### src/cpu_settings.svh
/* CPU settings
   Data and address widths, opcodes and reset values for the accumulator core */
`ifndef CPU_SETTINGS_SVH
`define CPU_SETTINGS_SVH

`define DATA_WIDTH 16
`define ADDR_WIDTH 8
`define INS_WIDTH  8

`define PC_RESET   8'h00      // Program starts at ROM word 0
`define AC_RESET   16'h0000

// Opcodes, one ROM word each
`define OP_ASSIGN  8'h70      // Low 2 bits pick C1, C2 or C3
`define OP_LOAD_C1 8'h52
`define OP_LOAD_C2 8'h53
`define OP_STORE   8'h60
`define OP_RESET   8'h80
`define OP_MOVE_P  8'h90
`define OP_MOVE_T  8'h91
`define OP_SET_C1  8'hA0
`define OP_SET_DR  8'hA1
`define OP_MUL_P   8'hB0
`define OP_ADD_T   8'hC0
`define OP_INC_C2  8'hD0
`define OP_INC_C3  8'hD1
`define OP_HALT    8'hFF

`endif

### src/cpuPkg.sv
/* CPU types
   Sequencer states, bus sources, write masks, ALU operations and the ROM word */
`default_nettype none

`include "cpu_settings.svh"

package cpuPkg;

    typedef enum logic [4:0] {
        SeqIdle    = 5'h00,
        SeqFetch1  = 5'h01,
        SeqFetch2  = 5'h02,
        SeqExec    = 5'h03,   // First execute state, dispatches on IR
        SeqAssign2 = 5'h04,
        SeqAssign3 = 5'h05,
        SeqLoad2   = 5'h06,
        SeqLoad3   = 5'h07,
        SeqStore2  = 5'h08,
        SeqStore3  = 5'h09,
        SeqHalt    = 5'h1F
    } seqState_e;

    typedef enum logic [2:0] {
        BusNone,
        BusRom,    // Immediate byte from the ROM
        BusDr,
        BusT,
        BusP,
        BusC1,     // C1, or C2 when cSel picks it
        BusC3,
        BusAc
    } busSrc_e;

    // Write enables, C3 reached through cSel
    typedef struct packed {
        logic pc;
        logic ir;
        logic ar;
        logic dr;
        logic p;
        logic t;
        logic c1;
        logic c2;
    } regMask_t;

    typedef enum logic [1:0] {
        AluNone,
        AluSet,
        AluMul,
        AluAdd
    } aluOp_e;

    typedef struct packed {
        logic [`INS_WIDTH/2-1:0] group;
        logic [`INS_WIDTH/2-1:0] variant;
    } opcode_t;

    // Same ROM word seen as an opcode or as an immediate address
    typedef union packed {
        opcode_t                op;
        logic [`ADDR_WIDTH-1:0] imm;
    } insWord_u;

endpackage

`default_nettype wire

### src/opcodeSequencer.sv
/* Opcode sequencer
   Fetch and execute state machine that issues all datapath and memory strobes */
`timescale 1ns/1ns
`default_nettype none

`include "cpu_settings.svh"

module opcodeSequencer (
    input  logic             Clk,
    input  logic             rstN,
    input  cpuPkg::insWord_u ir,
    output logic             insRead,
    output logic             memRead,
    output logic             memWrite,
    output logic             halted,
    output cpuPkg::regMask_t regWrite,
    output logic [1:0]       cSel,
    output cpuPkg::busSrc_e  busSel,
    output logic             pcInc,
    output logic             c2Inc,
    output logic             c3Inc,
    output logic             clearAll,
    output logic             acWrite,
    output cpuPkg::aluOp_e   aluOp
);
    localparam logic [7:0] AssignOp = `OP_ASSIGN;

    cpuPkg::seqState_e state;
    cpuPkg::seqState_e nextState;
    logic              isAssign;

    // Only variants 0..2 of the ASSIGN group name a register
    assign isAssign = (ir.op.group == AssignOp[7:4]) && (ir.op.variant < 4'd3);

    // C register select, shared by ASSIGN, LOAD and SET C1
    always_comb begin
        if (ir.imm == `OP_LOAD_C1 || ir.imm == `OP_LOAD_C2) begin
            cSel = {1'b0, ir.op.variant[0]};
        end else begin
            cSel = ir.op.variant[1:0];
        end
    end

    always_ff @(posedge Clk) begin
        if (!rstN) begin
            state <= cpuPkg::SeqIdle;
        end else begin
            state <= nextState;
        end
    end

    always_comb begin
        nextState = cpuPkg::SeqFetch1;
        insRead   = 1'b0;
        memRead   = 1'b0;
        memWrite  = 1'b0;
        halted    = 1'b0;
        regWrite  = '0;
        busSel    = cpuPkg::BusNone;
        pcInc     = 1'b0;
        c2Inc     = 1'b0;
        c3Inc     = 1'b0;
        clearAll  = 1'b0;
        acWrite   = 1'b0;
        aluOp     = cpuPkg::AluNone;
        case (state)
            cpuPkg::SeqFetch1: begin
                insRead   = 1'b1;
                nextState = cpuPkg::SeqFetch2;
            end
            cpuPkg::SeqFetch2: begin
                regWrite.ir = 1'b1;
                pcInc       = 1'b1;
                nextState   = cpuPkg::SeqExec;
            end
            cpuPkg::SeqExec: begin
                if (isAssign) begin
                    insRead   = 1'b1;           // Immediate sits at PC
                    nextState = cpuPkg::SeqAssign2;
                end else begin
                    case (ir.imm)
                        `OP_LOAD_C1, `OP_LOAD_C2: begin
                            busSel      = cpuPkg::BusC1;
                            regWrite.ar = 1'b1;
                            nextState   = cpuPkg::SeqLoad2;
                        end
                        `OP_STORE: begin
                            busSel      = cpuPkg::BusT;
                            regWrite.dr = 1'b1;
                            nextState   = cpuPkg::SeqStore2;
                        end
                        `OP_RESET:  clearAll = 1'b1;
                        `OP_MOVE_P: begin
                            busSel     = cpuPkg::BusAc;
                            regWrite.p = 1'b1;
                        end
                        `OP_MOVE_T: begin
                            busSel     = cpuPkg::BusAc;
                            regWrite.t = 1'b1;
                        end
                        `OP_SET_C1, `OP_SET_DR, `OP_MUL_P, `OP_ADD_T: begin
                            acWrite = 1'b1;
                            case (ir.imm)
                                `OP_SET_C1: busSel = cpuPkg::BusC1;
                                `OP_SET_DR: busSel = cpuPkg::BusDr;
                                `OP_MUL_P:  busSel = cpuPkg::BusP;
                                default:    busSel = cpuPkg::BusT;
                            endcase
                            case (ir.imm)
                                `OP_MUL_P: aluOp = cpuPkg::AluMul;
                                `OP_ADD_T: aluOp = cpuPkg::AluAdd;
                                default:   aluOp = cpuPkg::AluSet;
                            endcase
                        end
                        `OP_INC_C2: c2Inc = 1'b1;
                        `OP_INC_C3: c3Inc = 1'b1;
                        `OP_HALT:   nextState = cpuPkg::SeqHalt;
                        default: ;                  // NO_OP
                    endcase
                end
            end
            cpuPkg::SeqAssign2: begin
                busSel      = cpuPkg::BusRom;
                regWrite.ar = 1'b1;
                pcInc       = 1'b1;
                nextState   = cpuPkg::SeqAssign3;
            end
            cpuPkg::SeqAssign3: begin
                regWrite.c1 = (cSel == 2'd0);
                regWrite.c2 = (cSel != 2'd0);   // C2 or C3
            end
            cpuPkg::SeqLoad2: begin
                memRead   = 1'b1;
                nextState = cpuPkg::SeqLoad3;
            end
            cpuPkg::SeqLoad3: begin
                busSel      = cpuPkg::BusDr;    // DR reloads from memory
                regWrite.dr = 1'b1;
            end
            cpuPkg::SeqStore2: begin
                busSel      = cpuPkg::BusC3;
                regWrite.ar = 1'b1;
                nextState   = cpuPkg::SeqStore3;
            end
            cpuPkg::SeqStore3: memWrite = 1'b1;
            cpuPkg::SeqHalt: begin
                halted    = 1'b1;
                nextState = cpuPkg::SeqHalt;
            end
            default: ;                          // Idle falls into fetch
        endcase
    end

    // Memory port is single-ported
    memExclusive: assert property (@(posedge Clk) disable iff (!rstN)
        !(memRead && memWrite));

endmodule

`default_nettype wire

### src/datapathRegs.sv
/* Datapath register bank
   PC, IR, AR, DR, P, T and the C registers around one shared bus */
`timescale 1ns/1ns
`default_nettype none

`include "cpu_settings.svh"

module datapathRegs (
    input  logic                   Clk,
    input  logic                   rstN,
    input  cpuPkg::insWord_u       insData,
    input  logic [`DATA_WIDTH-1:0] memRData,
    input  logic [`DATA_WIDTH-1:0] acValue,
    input  cpuPkg::regMask_t       regWrite,
    input  logic [1:0]             cSel,
    input  cpuPkg::busSrc_e        busSel,
    input  logic                   pcInc,
    input  logic                   c2Inc,
    input  logic                   c3Inc,
    input  logic                   clearAll,
    output logic [`ADDR_WIDTH-1:0] insAddr,
    output logic [`ADDR_WIDTH-1:0] memAddr,
    output logic [`DATA_WIDTH-1:0] memWData,
    output cpuPkg::insWord_u       ir,
    output logic [`DATA_WIDTH-1:0] busValue
);
    localparam int PadWidth = `DATA_WIDTH - `ADDR_WIDTH;

    logic [`ADDR_WIDTH-1:0] pc;
    logic [`ADDR_WIDTH-1:0] ar;
    logic [`ADDR_WIDTH-1:0] c1;
    logic [`ADDR_WIDTH-1:0] c2;
    logic [`ADDR_WIDTH-1:0] c3;
    logic [`DATA_WIDTH-1:0] dr;
    logic [`DATA_WIDTH-1:0] p;
    logic [`DATA_WIDTH-1:0] t;
    logic                   cWrite;

    assign insAddr  = pc;
    assign memAddr  = ar;
    assign memWData = dr;
    assign cWrite   = regWrite.c1 | regWrite.c2;

    // Shared bus, addresses zero-extended
    always_comb begin
        case (busSel)
            cpuPkg::BusRom: busValue = {{PadWidth{1'b0}}, insData.imm};
            cpuPkg::BusDr:  busValue = dr;
            cpuPkg::BusT:   busValue = t;
            cpuPkg::BusP:   busValue = p;
            cpuPkg::BusC1:  busValue = {{PadWidth{1'b0}}, (cSel == 2'd1) ? c2 : c1};
            cpuPkg::BusC3:  busValue = {{PadWidth{1'b0}}, c3};
            cpuPkg::BusAc:  busValue = acValue;
            default:        busValue = '0;
        endcase
    end

    always_ff @(posedge Clk) begin
        if (!rstN) begin
            pc <= `PC_RESET;
            ir <= '0;
        end else begin
            if (regWrite.pc) begin
                pc <= busValue[`ADDR_WIDTH-1:0];
            end else if (pcInc) begin
                pc <= pc + 1'b1;
            end
            if (regWrite.ir) ir <= insData;
        end
    end

    always_ff @(posedge Clk) begin
        if (regWrite.ar) ar <= busValue[`ADDR_WIDTH-1:0];
        if (regWrite.dr) begin
            // DR source slot means the memory return word
            dr <= (busSel == cpuPkg::BusDr) ? memRData : busValue;
        end
        if (regWrite.p) p <= busValue;
        if (clearAll) begin
            t <= '0;
        end else if (regWrite.t) begin
            t <= busValue;
        end
        // C registers load from AR, cSel 0/1/2 = C1/C2/C3
        if (cWrite && cSel == 2'd0) c1 <= ar;
        if (c2Inc) begin
            c2 <= c2 + 1'b1;
        end else if (cWrite && cSel == 2'd1) begin
            c2 <= ar;
        end
        if (c3Inc) begin
            c3 <= c3 + 1'b1;
        end else if (cWrite && cSel == 2'd2) begin
            c3 <= ar;
        end
    end

    // Every bus-fed register write needs a real source
    busDriven: assert property (@(posedge Clk) disable iff (!rstN)
        (regWrite.ar || regWrite.dr || regWrite.p || regWrite.t)
            |-> busSel != cpuPkg::BusNone);

endmodule

`default_nettype wire

### src/accumulatorAlu.sv
/* Accumulator ALU
   AC register with set, multiply and add from the shared bus */
`timescale 1ns/1ns
`default_nettype none

`include "cpu_settings.svh"

module accumulatorAlu (
    input  logic                   Clk,
    input  logic                   rstN,
    input  cpuPkg::aluOp_e         aluOp,
    input  logic                   acWrite,
    input  logic                   clearAll,
    input  logic [`DATA_WIDTH-1:0] busValue,
    output logic [`DATA_WIDTH-1:0] acValue
);
    logic [2*`DATA_WIDTH-1:0] product;

    assign product = busValue * acValue;

    always_ff @(posedge Clk) begin
        if (!rstN) begin
            acValue <= `AC_RESET;
        end else if (clearAll) begin
            acValue <= '0;
        end else if (acWrite) begin
            case (aluOp)
                cpuPkg::AluSet: acValue <= busValue;
                cpuPkg::AluMul: acValue <= product[`DATA_WIDTH-1:0];   // Low half only
                cpuPkg::AluAdd: acValue <= busValue + acValue;
                default:        acValue <= acValue;
            endcase
        end
    end

    // Sequencer always pairs acWrite with an operation
    aluOpValid: assert property (@(posedge Clk) disable iff (!rstN)
        acWrite |-> aluOp != cpuPkg::AluNone);

endmodule

`default_nettype wire

### src/cpuCore.sv
/* CPU core
   Accumulator processor top, sequencer plus register bank plus ALU */
`timescale 1ns/1ns
`default_nettype none

`include "cpu_settings.svh"

module cpuCore (
    input  logic                   Clk,
    input  logic                   rstN,
    input  cpuPkg::insWord_u       insData,
    input  logic [`DATA_WIDTH-1:0] memRData,
    output logic                   insRead,
    output logic [`ADDR_WIDTH-1:0] insAddr,
    output logic                   memRead,
    output logic                   memWrite,
    output logic [`ADDR_WIDTH-1:0] memAddr,
    output logic [`DATA_WIDTH-1:0] memWData,
    output logic                   halted
);
    cpuPkg::insWord_u       ir;
    cpuPkg::regMask_t       regWrite;
    cpuPkg::busSrc_e        busSel;
    cpuPkg::aluOp_e         aluOp;
    logic [1:0]             cSel;
    logic                   pcInc;
    logic                   c2Inc;
    logic                   c3Inc;
    logic                   clearAll;
    logic                   acWrite;
    logic [`DATA_WIDTH-1:0] busValue;
    logic [`DATA_WIDTH-1:0] acValue;

    opcodeSequencer i_opcodeSequencer (
        .Clk      (Clk),
        .rstN     (rstN),
        .ir       (ir),
        .insRead  (insRead),
        .memRead  (memRead),
        .memWrite (memWrite),
        .halted   (halted),
        .regWrite (regWrite),
        .cSel     (cSel),
        .busSel   (busSel),
        .pcInc    (pcInc),
        .c2Inc    (c2Inc),
        .c3Inc    (c3Inc),
        .clearAll (clearAll),
        .acWrite  (acWrite),
        .aluOp    (aluOp)
    );

    datapathRegs i_datapathRegs (
        .Clk      (Clk),
        .rstN     (rstN),
        .insData  (insData),
        .memRData (memRData),
        .acValue  (acValue),
        .regWrite (regWrite),
        .cSel     (cSel),
        .busSel   (busSel),
        .pcInc    (pcInc),
        .c2Inc    (c2Inc),
        .c3Inc    (c3Inc),
        .clearAll (clearAll),
        .insAddr  (insAddr),
        .memAddr  (memAddr),
        .memWData (memWData),
        .ir       (ir),
        .busValue (busValue)
    );

    accumulatorAlu i_accumulatorAlu (
        .Clk      (Clk),
        .rstN     (rstN),
        .aluOp    (aluOp),
        .acWrite  (acWrite),
        .clearAll (clearAll),
        .busValue (busValue),
        .acValue  (acValue)
    );

endmodule

`default_nettype wire

### config.mk
export PLATFORM = sky130hd
export DESIGN_NAME = cpuCore
export DESIGN_NICKNAME = d
export VERILOG_FILES = /design/src/cpuPkg.sv /design/src/opcodeSequencer.sv /design/src/datapathRegs.sv /design/src/accumulatorAlu.sv /design/src/cpuCore.sv
export VERILOG_INCLUDE_DIRS = /design/src
export SDC_FILE = /design/constraint.sdc
export NUM_CORES = 1
export LEC_CHECK = 0
export ABC_AREA = 1
export BUFFER_PORTS_ARGS = -buffer_cell sky130_fd_sc_hd__buf_2
export CORE_MARGIN = 3
export CORE_UTILIZATION = 54
export DETAILED_ROUTE_END_ITERATION = 8
export PLACE_DENSITY = 0.8
export SYNTH_ARGS = -nofsm -noshare
export SYNTH_HDL_FRONTEND = slang
export SYNTH_SLANG_ARGS = --single-unit
### constraint.sdc
create_clock -name Clk -period 20.5 [get_ports Clk]
set_clock_uncertainty 0.05 [all_clocks]
set_input_delay 2.05 -clock Clk [delete_from_list [all_inputs] [get_ports Clk]]
set_output_delay 2.05 -clock Clk [all_outputs]
set_load 0.1 [all_outputs]
==> results_dict.tcl <==
set metrics [dict create \
    antenna_found_initial 0 \
    initial_utilization_pct 55.6 \
    hpwl_microns 25600 \
    final_cell_mix "290 x nand2_1, 260 x inv_1, 140 x nor2_1, 84 x o21ai_0, 81 x fa_1" \
    drtIter0Drc 1162 \
    ctsHoldBuffers 0 \
    synth_compound_area_share_pct 12.0 \
    syn-cell-area_sq_um 10900 \
    synth_xor_area_share_pct 1.84 \
    grt_max_degree 41 \
    tightest_slew_ns 1.10 \
    rr_startpoint "i_opcodeSequencer.state[4]" \
    max-vdd-ir-drop_mv 0.0689 \
    setup_viol 0 \
    yosys.area.top_type_share_pct 17.6 \
    cts_buffers 17 \
    synthToLayoutAreaGrowth_pct 9.92 \
    worstHoldStart "i_datapathRegs.insAddr[7]" \
    die_area_sq_um 22000 \
    cts.sinks 117 \
    max_stage_delay_ns 0.54 \
    power.density_nw_per_um2 48.1 \
    clk_latency_ns 0.42 \
    row_count 51 \
    cp_slowest_cell "fa_1" \
    seqPwrFrac_pct 43.2 \
    stdcell_count 1757 \
    gp_congestion 1.00 \
    synth_edf_count 64 \
    core-area_sq_um 19700 \
    synth_cell_types 57 \
    cts-resized-gates 0 \
    yosys_warnings 0 \
    viasPerCell 5.78 \
    stdcell_area_sq_um 12000 \
    htree_num_levels 4 \
    max-cap-violations 0 \
    postCtsSetupRepairBufs 0 \
    clkPwrFrac_pct 52.0 \
    ant_nets 0 \
    antenna_cells 0 \
    cts_tree "done" \
    vias 10151 \
    rsz0062_at_grt "no" \
    critPathArrivalTime_ns 8.58 \
    synth_top_area_cell "edfxtp_1" \
    crit_path_max_fanout 15 \
    ys_seq_area_share_pct 27.3 \
    synth-simple-area-share_pct 24.5 \
    slew_headroom_pct 26.0 \
    layout-drive-gt1-share_pct 12.8 \
    place_area_sq_um 11400 \
    syn_area_per_cell_sq_um 7.67 \
    layout.nets 1653 \
    ios 62 \
    fin_crit_sh_pct 40.4 \
    synth_cells 1425 \
    final_common_cell "nand2_1" \
    cp-start-kind "register" \
    wl_per_cell_microns 18.9 \
    io_buffers 61 \
    die_y_microns 148 \
    root_buffer "clkbuf_16" \
    period_needed_ns 8.28 \
    grt_pass1_vias 10065 \
    p_comb_share_pct 4.8 \
    drt-total-wl_microns 33300 \
    synth.area.mux_share_pct 0.412 \
    grt_usage_pct 30.9 \
    grt_pass1_wl_microns 52800 \
    synth_adder_area_share_pct 22.5 \
    clk_pin_slew_ns 0.07 \
    cp.required_ns 20.80 \
    finalPower_uw 578 \
    clockBufferDepth 2 \
    critPathKind "register to register" \
    die_w_microns 148 \
    syn-num-nets 1599 \
    p_leak_uw 0.00544 \
    intPower_uw 435 \
    dr.pass1.iters 8 \
    finalHoldViolCount 0 \
    drc 0 \
    synth_area_leaders "edfxtp_1 18%, fa_1 15%, nand2_1 10%" \
    synth_flop_cell "edfxtp_1" \
    fmax_mhz 121 \
    numPlacedInstances 1725 \
    end_kind "register" \
    async_flop_share_pct 0 \
    setup_tns_ns 0 \
    power.switching_uw 144 \
    status "completed" \
    final_max_slew_viol_count 0 \
    grt_overflow_total 0 \
    crit_top_cell "inv_1" \
    hold_path.class "register to register" \
    synth_top_family_by_area "simple AND/OR/NAND/NOR gates" \
    ys_ff_latch 117 \
    p_sw_share_pct 24.9 \
    critPathLaunch "i_opcodeSequencer.state[4]" \
]
[stage by stage]
stage                     worst slack [ns]  util, %  hold slack, ns
after floorplan                      12.98        -           0.418
after global placement               12.30     58.2           0.396
after detailed placement             12.11     58.2           0.406
after CTS                            12.30     61.2           0.413
after global routing                 11.64     61.2           0.445
final                                12.22     61.2           0.410
[cell families (layout without fill, tap and decap cells)]
kind of cell,after synthesis,count (layout)
AO/OA/AOI/OAI,229,229
XOR/XNOR,23,23
adder cells (fa/ha/maj),148,148
buffers and inverters,319,386
flip-flops,117,117
multiplexers,4,4
AND/OR/NAND/NOR,585,585
[sequential cells by signal, summed over array words and instances (netlist names)]
register                  count
i_accumulatorAlu.acValue     16
i_datapathRegs.c1             8
i_datapathRegs.c2             8
i_datapathRegs.c3             8
i_datapathRegs.insAddr        8
i_datapathRegs.ir             8
i_datapathRegs.memAddr        8
i_datapathRegs.memWData      16
i_datapathRegs.p             16
i_datapathRegs.t             16
i_opcodeSequencer.state       5
[layout make-up]
class | instances | area (sq um)
tap | 265 | 332
clock inverter | 14 | 153
sequential | 117 | 2980
inverter | 289 | 1090
multi-input combinational | 989 | 6700
clock buffer | 18 | 429
fill | 1740 | 7630
timing repair buffer | 65 | 335
[routing by layer]
layer  track usage (%)  wire [microns]  vias up
met3              7.59            3650      139
met2              50.3           15100      644
met1              38.3           12600     4691
met5                 0               0        -
li1                  -               -     4677
met4              15.8            1930        0
[cell usage after synthesis, types with 10 or more instances]
master	count
nand2_1	290
a221oi_1	10
dfxtp_1	53
nor2_1	140
o21ai_0	85
clkbuf_1	19
xor2_1	14
nand2_2	19
ha_1	67
edfxtp_1	64
fa_1	81
a21oi_1	76
nand4_1	19
inv_2	22
inv_1	260
nor3_1	14
o21ai_1	11
nand3_1	49
[critical path, delay by kind of cell (launching register included)]
family          cells  cell delay, ns
compound gates     10            1.25
fa+ha+maj           7            2.87
buf+inv             9            0.97
flops               1            0.30
simple gates       14            2.74
[power by group through the flow]
stage	clock network, uW	logic (uW)	registers, uW
2_1_floorplan	0	17.2	257
3_3_place_gp	0	26.8	255
4_1_cts	299	27.4	250
3_5_place_dp	0	27.0	255
5_1_grt	310	30.8	250
6_report	301	28.0	250
[worst paths after layout]
| path | to | slack [ns] | cells after the start |
|---|---|---|---|
| max | i_accumulatorAlu.acValue[14] | 12.22 | 40 |
| min | i_datapathRegs.insAddr[7] | 0.41 | 2 |
| max reg2reg | i_accumulatorAlu.acValue[14] | 12.22 | 40 |
| min reg2reg | i_datapathRegs.insAddr[7] | 0.41 | 2 |
(Power assumes the default switching activity.)
